## config.mk

```make
export PLATFORM = sky130hd
export DESIGN_NAME = trigCoincTop
export DESIGN_NICKNAME = d
export VERILOG_FILES = /design/src/hw/trigPkg.sv /design/src/hw/trigLane.sv /design/src/hw/trigResults.sv /design/src/hw/trigRegBank.sv /design/src/hw/trigCoincTop.sv
export SDC_FILE = /design/constraint.sdc
export NUM_CORES = 1
export LEC_CHECK = 0
export BUFFER_PORTS_ARGS = -buffer_cell sky130_fd_sc_hd__buf_2
export CAP_MARGIN = 10
export CORE_UTILIZATION = 30
export CTS_CLUSTER_SIZE = 16
export DETAILED_ROUTE_END_ITERATION = 10
export PLACE_DENSITY_LB_ADDON = 0.08
export SYNTH_ARGS = -nofsm -noshare
export SYNTH_HDL_FRONTEND = slang
export SYNTH_SLANG_ARGS = --single-unit
```

## constraint.sdc

```tcl
create_clock -name proc_clk -period 8.85 [get_ports proc_clk]
set_input_delay 0.4425 -clock proc_clk [delete_from_list [all_inputs] [get_ports proc_clk]]
set_output_delay 0.4425 -clock proc_clk [all_outputs]
set_load 0.05 [all_outputs]
```

## src/hw/trigPkg.sv

```systemverilog
`default_nettype none

package trigPkg;

   // ********************
   // sizes
   // ********************

   // trigger lanes and bits per lane
   localparam int NUM_LANES  = 4;
   localparam int LANE_WIDTH = 16;
   // multiplicity sum, wide enough for a full lane
   localparam int SUM_WIDTH  = 8;
   // host bus
   localparam int ADDR_WIDTH = 9;
   localparam int DATA_WIDTH = 32;

   // product id in upper half, variant and build in lower half
   localparam logic [DATA_WIDTH-1:0] SYS_REVISION = 32'hB100_0001;
   // returned when the output block is neither config nor results
   localparam logic [DATA_WIDTH-1:0] BLOCK_FILL   = 32'h0000_0123;

   // ********************
   // register map
   // ********************

   // word addresses
   typedef enum logic [ADDR_WIDTH-1:0] {
      REG_CSR          = 9'h000,
      REG_VERSION      = 9'h001,
      REG_OUTBLOCK     = 9'h003,
      REG_COINC_RESULT = 9'h005,
      REG_CLEAR        = 9'h009,
      REG_NUMTRIG_LO   = 9'h00A,
      REG_NUMTRIG_HI   = 9'h00B,
      REG_TICKS_LO     = 9'h00C,
      REG_TICKS_HI     = 9'h00D,
      // lane bases, lane i at base + i
      REG_COINC_MASK   = 9'h108,
      REG_MULT_MASK    = 9'h110,
      REG_PATTERN      = 9'h118,
      REG_THRESHOLD    = 9'h120
   } regAddr_e;

   // readback source
   typedef enum logic [1:0] {
      BLK_CONFIG  = 2'd0,
      BLK_RESULTS = 2'd1
   } outBlock_e;

   // ********************
   // bundles
   // ********************

   // one host request, wrEn and rdEn exclusive
   typedef struct packed {
      logic                    wrEn;
      logic                    rdEn;
      logic [DATA_WIDTH/8-1:0] wstrb;
      logic [ADDR_WIDTH-1:0]   addr;
      logic [DATA_WIDTH-1:0]   wrData;
   } busReq_t;

   // per-lane setup
   typedef struct packed {
      logic [LANE_WIDTH-1:0] coincMask;
      logic [LANE_WIDTH-1:0] multMask;
      logic [LANE_WIDTH-1:0] pattern;
      logic [SUM_WIDTH-1:0]  threshold;
   } laneCfg_t;

   // per-lane flags and multiplicity sum
   typedef struct packed {
      logic                 coincHit;
      logic                 multHit;
      logic [SUM_WIDTH-1:0] sum;
   } laneResult_t;

   // address of lane i inside a lane-indexed group
   function automatic logic [ADDR_WIDTH-1:0] laneAddr(input regAddr_e base, input int lane);
      return base + ADDR_WIDTH'(lane);
   endfunction

endpackage

`default_nettype wire

```

## src/hw/trigLane.sv

```systemverilog
`timescale 1ns/1ps
`default_nettype none

module trigLane
   import trigPkg::*;
#(
   parameter int LANE_WIDTH = trigPkg::LANE_WIDTH
)
(
   input  logic                  proc_clk,
   input  logic                  rstN,
   input  logic [LANE_WIDTH-1:0] laneIn,
   input  laneCfg_t              cfg,
   output laneResult_t           result
);

   // nibble groups feeding the adder tree
   localparam int GROUPS = LANE_WIDTH / 4;

   logic [LANE_WIDTH-1:0]   multMasked;
   logic                    coincNow;
   // partial counts, 0..4 each
   logic [GROUPS-1:0][2:0]  partNext;
   logic [GROUPS-1:0][2:0]  partSum;
   logic                    coincD1;
   logic [SUM_WIDTH-1:0]    thrD1;
   logic [SUM_WIDTH-1:0]    total;

   // ********************
   // coincidence
   // ********************

   // pattern compared as stored, not masked
   assign coincNow   = (laneIn & cfg.coincMask) == cfg.pattern;
   assign multMasked = laneIn & cfg.multMask;

   // ********************
   // multiplicity
   // ********************

   // stage 1 input, ones per nibble
   always_comb
   begin
      for (int g = 0; g < GROUPS; g++)
      begin
         partNext[g] = '0;
         for (int b = 0; b < 4; b++)
         begin
            partNext[g] = partNext[g] + 3'(multMasked[4*g + b]);
         end
      end
   end

   // stage 2 input, total of the partials
   always_comb
   begin
      total = '0;
      for (int g = 0; g < GROUPS; g++)
      begin
         total = total + SUM_WIDTH'(partSum[g]);
      end
   end

   // stage 1 regs
   // coinc flag and threshold ride along so all three outputs align
   always_ff @(posedge proc_clk)
   begin
      partSum <= partNext;
      coincD1 <= coincNow;
      thrD1   <= cfg.threshold;
   end

   // stage 2, result register
   always_ff @(posedge proc_clk)
   begin
      if (!rstN)
      begin
         result <= '0;
      end
      else
      begin
         result.coincHit <= coincD1;
         result.sum      <= total;
         // at or above threshold
         result.multHit  <= total >= thrD1;
      end
   end

   // a lane can never count more bits than it has
   assert property (@(posedge proc_clk) disable iff (!rstN)
      result.sum <= SUM_WIDTH'(LANE_WIDTH));

endmodule

`default_nettype wire

```

## src/hw/trigResults.sv

```systemverilog
`timescale 1ns/1ps
`default_nettype none

module trigResults
   import trigPkg::*;
#(
   parameter int NUM_LANES = trigPkg::NUM_LANES
)
(
   input  logic                        proc_clk,
   input  logic                        rstN,
   input  laneResult_t [NUM_LANES-1:0] laneResults,
   input  logic                        fastTrig,
   input  logic                        counterClr,
   input  logic                        runEnable,
   input  logic [ADDR_WIDTH-1:0]       rdAddr,
   output logic [DATA_WIDTH-1:0]       resultWord
);

   // fastTrig sync and edge
   logic        ftA;
   logic        ftB;
   logic        ftRise;
   logic [63:0] numTrig;
   logic [63:0] runTicks;
   // coinc flags low byte, mult flags high byte
   logic [15:0] coincWord;

   // ********************
   // counters
   // ********************
   always_ff @(posedge proc_clk)
   begin
      if (!rstN)
      begin
         ftA <= 1'b0;
         ftB <= 1'b0;
      end
      else
      begin
         ftA <= fastTrig;
         ftB <= ftA;
      end
   end

   assign ftRise = ftA & ~ftB;

   // free-running tick count and rising-edge count, shared clear
   always_ff @(posedge proc_clk)
   begin
      if (!rstN || counterClr)
      begin
         runTicks <= '0;
         numTrig  <= '0;
      end
      else
      begin
         runTicks <= runTicks + 64'd1;
         if (ftRise)
            numTrig <= numTrig + 64'd1;
      end
   end

   // ********************
   // results block
   // ********************
   always_comb
   begin
      coincWord = '0;
      for (int i = 0; i < NUM_LANES; i++)
      begin
         coincWord[i]     = laneResults[i].coincHit;
         coincWord[8 + i] = laneResults[i].multHit;
      end
   end

   // address to word, anything unmapped is zero
   always_comb
   begin
      case (rdAddr)
         REG_CSR:          resultWord = DATA_WIDTH'(runEnable);
         REG_VERSION:      resultWord = SYS_REVISION;
         REG_COINC_RESULT: resultWord = DATA_WIDTH'(coincWord);
         REG_NUMTRIG_LO:   resultWord = numTrig[31:0];
         REG_NUMTRIG_HI:   resultWord = numTrig[63:32];
         REG_TICKS_LO:     resultWord = runTicks[31:0];
         REG_TICKS_HI:     resultWord = runTicks[63:32];
         default:          resultWord = '0;
      endcase
      // sums share the mult-mask addresses
      for (int i = 0; i < NUM_LANES; i++)
      begin
         if (rdAddr == laneAddr(REG_MULT_MASK, i))
            resultWord = DATA_WIDTH'(laneResults[i].sum);
      end
   end

   // clear strobe from the bank restarts both counters
   assert property (@(posedge proc_clk) disable iff (!rstN)
      counterClr |=> (runTicks == '0) && (numTrig == '0));

endmodule

`default_nettype wire

```

## src/hw/trigRegBank.sv

```systemverilog
`timescale 1ns/1ps
`default_nettype none

module trigRegBank
   import trigPkg::*;
#(
   parameter int NUM_LANES  = trigPkg::NUM_LANES,
   parameter int LANE_WIDTH = trigPkg::LANE_WIDTH
)
(
   input  logic                           proc_clk,
   input  logic                           rstN,
   input  busReq_t                        busReq,
   input  logic [DATA_WIDTH-1:0]          resultWord,
   output laneCfg_t [NUM_LANES-1:0]       laneCfg,
   output logic                           counterClr,
   output logic [ADDR_WIDTH-1:0]          rdAddr,
   output logic [DATA_WIDTH-1:0]          rdData,
   output logic                           rdValid,
   output logic                           runEnable
);

   // csr keeps its low half only
   logic [15:0]           csrReg;
   outBlock_e             outBlock;
   // block 0 word for the current address
   logic [DATA_WIDTH-1:0] cfgWord;

   // byte-strobe merge of a write into a stored word
   function automatic logic [DATA_WIDTH-1:0] mergeBytes(
      input logic [DATA_WIDTH-1:0]   oldWord,
      input logic [DATA_WIDTH-1:0]   newWord,
      input logic [DATA_WIDTH/8-1:0] strb
   );
      logic [DATA_WIDTH-1:0] merged;
      merged = oldWord;
      for (int b = 0; b < DATA_WIDTH/8; b++)
      begin
         if (strb[b])
         begin
            merged[8*b +: 8] = newWord[8*b +: 8];
         end
      end
      return merged;
   endfunction

   // results side decodes the same address
   assign rdAddr    = busReq.addr;
   assign runEnable = csrReg[0];

   // ********************
   // write decode
   // ********************
   always_ff @(posedge proc_clk)
   begin
      if (!rstN)
      begin
         csrReg     <= '0;
         outBlock   <= BLK_CONFIG;
         laneCfg    <= '0;
         counterClr <= 1'b0;
         rdValid    <= 1'b0;
      end
      else
      begin
         // one-cycle clear strobe per write
         counterClr <= busReq.wrEn && (busReq.addr == REG_CLEAR);
         rdValid    <= busReq.rdEn;
         if (busReq.wrEn)
         begin
            case (busReq.addr)
               REG_CSR:
                  csrReg <= 16'(mergeBytes(DATA_WIDTH'(csrReg), busReq.wrData, busReq.wstrb));
               REG_OUTBLOCK:
                  outBlock <= outBlock_e'(2'(mergeBytes(DATA_WIDTH'(outBlock), busReq.wrData,
                                                        busReq.wstrb)));
               default:
                  ;
            endcase
            // lane groups, one word per lane
            for (int i = 0; i < NUM_LANES; i++)
            begin
               if (busReq.addr == laneAddr(REG_COINC_MASK, i))
               begin
                  laneCfg[i].coincMask <= LANE_WIDTH'(mergeBytes(
                     DATA_WIDTH'(laneCfg[i].coincMask), busReq.wrData, busReq.wstrb));
               end
               if (busReq.addr == laneAddr(REG_MULT_MASK, i))
               begin
                  laneCfg[i].multMask <= LANE_WIDTH'(mergeBytes(
                     DATA_WIDTH'(laneCfg[i].multMask), busReq.wrData, busReq.wstrb));
               end
               if (busReq.addr == laneAddr(REG_PATTERN, i))
               begin
                  laneCfg[i].pattern <= LANE_WIDTH'(mergeBytes(
                     DATA_WIDTH'(laneCfg[i].pattern), busReq.wrData, busReq.wstrb));
               end
               if (busReq.addr == laneAddr(REG_THRESHOLD, i))
               begin
                  laneCfg[i].threshold <= SUM_WIDTH'(mergeBytes(
                     DATA_WIDTH'(laneCfg[i].threshold), busReq.wrData, busReq.wstrb));
               end
            end
         end
      end
   end

   // ********************
   // readback
   // ********************

   // block 0 view, unmapped words stay zero
   always_comb
   begin
      case (busReq.addr)
         REG_CSR:      cfgWord = DATA_WIDTH'(csrReg);
         REG_OUTBLOCK: cfgWord = DATA_WIDTH'(outBlock);
         default:      cfgWord = '0;
      endcase
      for (int i = 0; i < NUM_LANES; i++)
      begin
         if (busReq.addr == laneAddr(REG_COINC_MASK, i))
            cfgWord = DATA_WIDTH'(laneCfg[i].coincMask);
         if (busReq.addr == laneAddr(REG_MULT_MASK, i))
            cfgWord = DATA_WIDTH'(laneCfg[i].multMask);
         if (busReq.addr == laneAddr(REG_PATTERN, i))
            cfgWord = DATA_WIDTH'(laneCfg[i].pattern);
         if (busReq.addr == laneAddr(REG_THRESHOLD, i))
            cfgWord = DATA_WIDTH'(laneCfg[i].threshold);
      end
   end

   // read data lands one cycle after rdEn
   always_ff @(posedge proc_clk)
   begin
      if (busReq.rdEn)
      begin
         case (outBlock)
            BLK_CONFIG:  rdData <= cfgWord;
            BLK_RESULTS: rdData <= resultWord;
            default:     rdData <= BLOCK_FILL;
         endcase
      end
   end

   // host never issues read and write together
   assert property (@(posedge proc_clk) disable iff (!rstN)
      !(busReq.wrEn && busReq.rdEn));

   // fixed single-cycle read latency
   assert property (@(posedge proc_clk) disable iff (!rstN)
      busReq.rdEn |=> rdValid);

endmodule

`default_nettype wire

```

## src/hw/trigCoincTop.sv

```systemverilog
`timescale 1ns/1ps
`default_nettype none

module trigCoincTop
   import trigPkg::*;
#(
   parameter int NUM_LANES  = trigPkg::NUM_LANES,
   parameter int LANE_WIDTH = trigPkg::LANE_WIDTH
)
(
   input  logic                            proc_clk,
   input  logic                            rstN,
   input  busReq_t                         busReq,
   input  logic [NUM_LANES*LANE_WIDTH-1:0] trigIn,
   input  logic                            fastTrig,
   output logic [DATA_WIDTH-1:0]           rdData,
   output logic                            rdValid
);

   // bank to lanes
   laneCfg_t [NUM_LANES-1:0]    laneCfg;
   // lanes to result stage
   laneResult_t [NUM_LANES-1:0] laneResults;
   logic                        counterClr;
   logic                        runEnable;
   logic [ADDR_WIDTH-1:0]       rdAddr;
   logic [DATA_WIDTH-1:0]       resultWord;

   // ********************
   // host registers
   // ********************
   trigRegBank #(
      .NUM_LANES  (NUM_LANES),
      .LANE_WIDTH (LANE_WIDTH)
   ) uRegBank (
      .proc_clk   (proc_clk),
      .rstN       (rstN),
      .busReq     (busReq),
      .resultWord (resultWord),
      .laneCfg    (laneCfg),
      .counterClr (counterClr),
      .rdAddr     (rdAddr),
      .rdData     (rdData),
      .rdValid    (rdValid),
      .runEnable  (runEnable)
   );

   // ********************
   // lanes
   // ********************
   // lane i takes slice i of trigIn
   for (genvar i = 0; i < NUM_LANES; i++)
   begin : genLane
      trigLane #(
         .LANE_WIDTH (LANE_WIDTH)
      ) uLane (
         .proc_clk (proc_clk),
         .rstN     (rstN),
         .laneIn   (trigIn[i*LANE_WIDTH +: LANE_WIDTH]),
         .cfg      (laneCfg[i]),
         .result   (laneResults[i])
      );
   end

   // counters and results block
   trigResults #(
      .NUM_LANES (NUM_LANES)
   ) uResults (
      .proc_clk    (proc_clk),
      .rstN        (rstN),
      .laneResults (laneResults),
      .fastTrig    (fastTrig),
      .counterClr  (counterClr),
      .runEnable   (runEnable),
      .rdAddr      (rdAddr),
      .resultWord  (resultWord)
   );

endmodule

`default_nettype wire

```

==> metrics.md <==
| Metric | Value |
|---|---|
| Placed Area | 27500 um^2 |
| Pin count of the biggest net entering global routing | 215 |
| H-Tree Depth | 3 |
| Avg Synthesized Cell Area | 8.56 um^2 |
| Synth area leaders | dfxtp_1 (38%), nand2_1 (8.4%), a21boi_0 (5.6%), xor2_1 (4.6%), ha_1 (3.8%) |
| Crit. End Element | register |
| Die height | 295 um |
| Post-synthesis mux area share | 3.64% |
| Row count | 107 |
| HP Start | fastTrig |
| Post-route insts no fill | 4286 |
| CP Launch Point | busReq[32] |
| Placed cell count | 4161 |
| Gr ovfl total | 0 |
| Tcrit/Tclk final | 44.4% |
| Hold Vio Cnt, Final | 0 |
| Largest family of logic cells by synthesized area | simple AND/OR/NAND/NOR gates |
| Worst EP arrival | 4.24 ns |
| Nets | 3315 |
| DR vias | 21800 |
| Utilization after layout | 34.9% |
| Final WL | 97100 um |
| Synth Area in Simple Gates | 22.0% |
| TritonCTS buffer count | 66 |
| Slowest CP cell | nor3_2 |
| WP buf/inv | 2 |
| Xor/xnor share of the synthesized area | 6.03% |
| Most common cell in the netlist | nand2_1 |
| Initial antenna violation count | 3 |
| Complex-gate fraction of the synthesized area | 15.9% |
| PwrDens | 177 nW/um^2 |
| Area Overhead vs Synth | 15.3% |
| Required @ worst endpoint | 9.16 ns |
| Min Tclk post-route | 3.93 ns |
| Main synth FF type | dfxtp_1 |
| Root Driver | clkbuf_16 |
| Maximum vdd drop | 0.115 mV |
| Ys Warns | 0 |
| Async S/R FF share, synth | 0% |
| Crit-path max FO | 35 |
| Final TNS setup | 0 ns |
| TritonCTS clock tree | yes |
| Final Max Slew Viols | 0 |
| First-pass GRT wire length | 143000 um |
| CP Class | input pin to register |
| CP Launch Type | input pin |
| 1st-iter DRT viols | 1488 |
| Syn Inst Count | 3006 |
| Worst skew pair latency | 0.62 ns |
| CP top delay family | simple AND/OR/NAND/NOR gates |
| Max Freq | 255 MHz |
| Ports | 147 |
| Vias in the first global route | 21700 |
| Syn nets | 3234 |
| Critical Path, Cell by Cell | buf_4 > buf_4 > or4bb_1 > nor3_2 > a31oi_1 > o32a_1 > o21ai_0 > a21oi_1 > o21ai_0 |
| Initial Util | 30.3% |
| Pre-antenna DRT Iters | 6 |
| Vias per inst | 5.08 |
| Outcome | finished, final reports clean |
| Post-synth top area share | 37.8% |
| Least-Margin Pin Slew | 1.17 ns |
| EDFF count, synth | 32 |
| Post-synth top area cell | dfxtp_1 |
| Die area | 86900 um^2 |
| Reg-to-reg startpoint | genLane[1].uLane.partSum[0]$_DFF_P_ |
| Postcts setup bufs | 0 |
| Clock Sinks | 518 |
| Die W | 295 um |
| Routability cong. | 0.872 |
| Worst hold margin | 0.0379 ns |
| ANT nets after route | 0 |
| Core area | 85000 um^2 |
| Synth Register Bits | 518 |
| Slew margin rel. | 22.3% |
| IO buf count | 128 |
| Clock Path Buffers | 3 |
| Resized cells post-CTS | 0 |
| Post-DP HPWL | 71500 um |
| Design Area, Final | 29700 um^2 |
| Hold_buf cts | 0 |
| Most frequent cells after synthesis | nand2_1 (579), dfxtp_1 (486), nor2_1 (229) |
| Min-delay worst type | input pin to register |
| CTS clock-pin slew for the worst setup and hold paths | 0.06 ns |
| # setup viols final | 0 |
| RSZ-0062 raised after global routing | no |
| Post-synthesis sequential area ratio | 41.6% |
| Max-cap violations | 0 |
| Wire per inst | 22.7 um |
| Global Route Usage Sum | 22.3% |
| Residual DRC | 0 |
| Syn Std Cell Area | 25700 um^2 |
| Adder-cell share of the synthesized area | 6.60% |
| Share of layout cells above drive strength 1 | 9.88% |
| Clock skew | 0.0330 ns |
| Max incr delay on CP | 0.81 ns |
| Pleak | 10.9 nW |
| Library cells used by synthesis | 78 |
report_power, final:
part / switching (mW) / internal (mW) / total, mW / leakage (nW)
clock network: 1.12 / 1.54 / 2.66 / 1.03
registers: 0.00543 / 2.36 / 2.37 / 4.25
logic: 0.168 / 0.0595 / 0.227 / 5.62
total: 1.29 / 3.96 / 5.26 / 10.9
area by class of cell:
class	instances	area, um^2
clock buffers	102	1920
diodes	4	10.0
clock inverters	17	201
inverters	136	510
fillers	8899	55400
flip-flops and latches	518	10700
repair buffers	159	898
well taps	1144	1430
multi-input cells	2206	14000
sequential cells by signal (all words and copies together), names as in the netlist:
name,flops
uResults.ftA,1
uResults.runTicks,64
genLane.uLane.coincD1,4
uRegBank.laneCfg,224
genLane.uLane.thrD1,32
uRegBank.counterClr,1
uResults.numTrig,64
uRegBank.rdValid,1
genLane.uLane.partSum,48
uRegBank.rdData,32
uResults.ftB,1
uRegBank.outBlock,2
uRegBank.csrReg,16
genLane.uLane.result,28
kinds of logic (layout without fill, tap and decap cells):
| logic type | after synthesis | count (layout) |
|---|---|---|
| xor+xnor | 177 | 177 |
| mux | 91 | 91 |
| compound gates | 605 | 605 |
| simple gates | 1219 | 1219 |
| fa+ha+maj | 114 | 114 |
| buf+inv | 282 | 414 |
| other cells | 0 | 4 |
| flops | 518 | 518 |
worst reg2reg max path, stage by stage, from the launching register on:
cell and delay (ns):
dfxtp_1 0.30, ha_1 0.21, fa_1 0.49, inv_1 0.05, fa_1 0.48, inv_1 0.04, ha_1 0.21, fa_1 0.55
ha_1 0.32, nor2b_1 0.11, o21ai_0 0.07, nand2b_1 0.08, a21oi_1 0.07, nor4_1 0.57
stage by stage:
stage | setup slack, ns | power [mW]
2_1_floorplan | 5.82 | 2.54
3_3_place_gp | 4.42 | 2.65
3_5_place_dp | 4.39 | 2.65
4_1_cts | 5.03 | 5.32
5_1_grt | 4.95 | 5.43
6_report | 4.92 | 5.26
per-layer routing:
metal  GRT usage (%)  share of wire [%]  vias to the layer above
met5               0                  0                        -
met4            7.90                3.3                        0
met3            3.14                4.4                      155
met2            38.1                 48                      510
met1            28.3                 44                    10600
li1                -                  -                    10500
layout by cell type, fill, tap and decap left out, types with 32 or more instances in the layout:
master       n
a21boi_0   191
a21oi_1    123
and2_1      64
buf_2      126
clkbuf_16   66
dfxtp_1    486
edfxtp_1    32
fa_1        36
ha_1        78
inv_1      135
mux2i_1     71
nand2_1    579
nand3_1     76
nand4_1     46
nor2_1     226
nor2b_1     54
o21ai_0     93
xnor2_1     41
xor2_1     136
path summary, 6_finish.rpt:
kind / endpoint / slack (ns) / depth (start not counted)
worst min-delay path: uResults.ftA$_SDFF_PN0_ / 0.04 / 2
worst min register to register: genLane[1].uLane.thrD1[4]$_DFF_P_ / 0.37 / 0
worst max register to register: genLane[1].uLane.result[8]$_SDFF_PN0_ / 5.10 / 13
worst max-delay path: uRegBank.rdData[5]$_SDFFCE_PN1P_ / 4.92 / 9
Note: power is estimated with default switching activity, not from simulation.
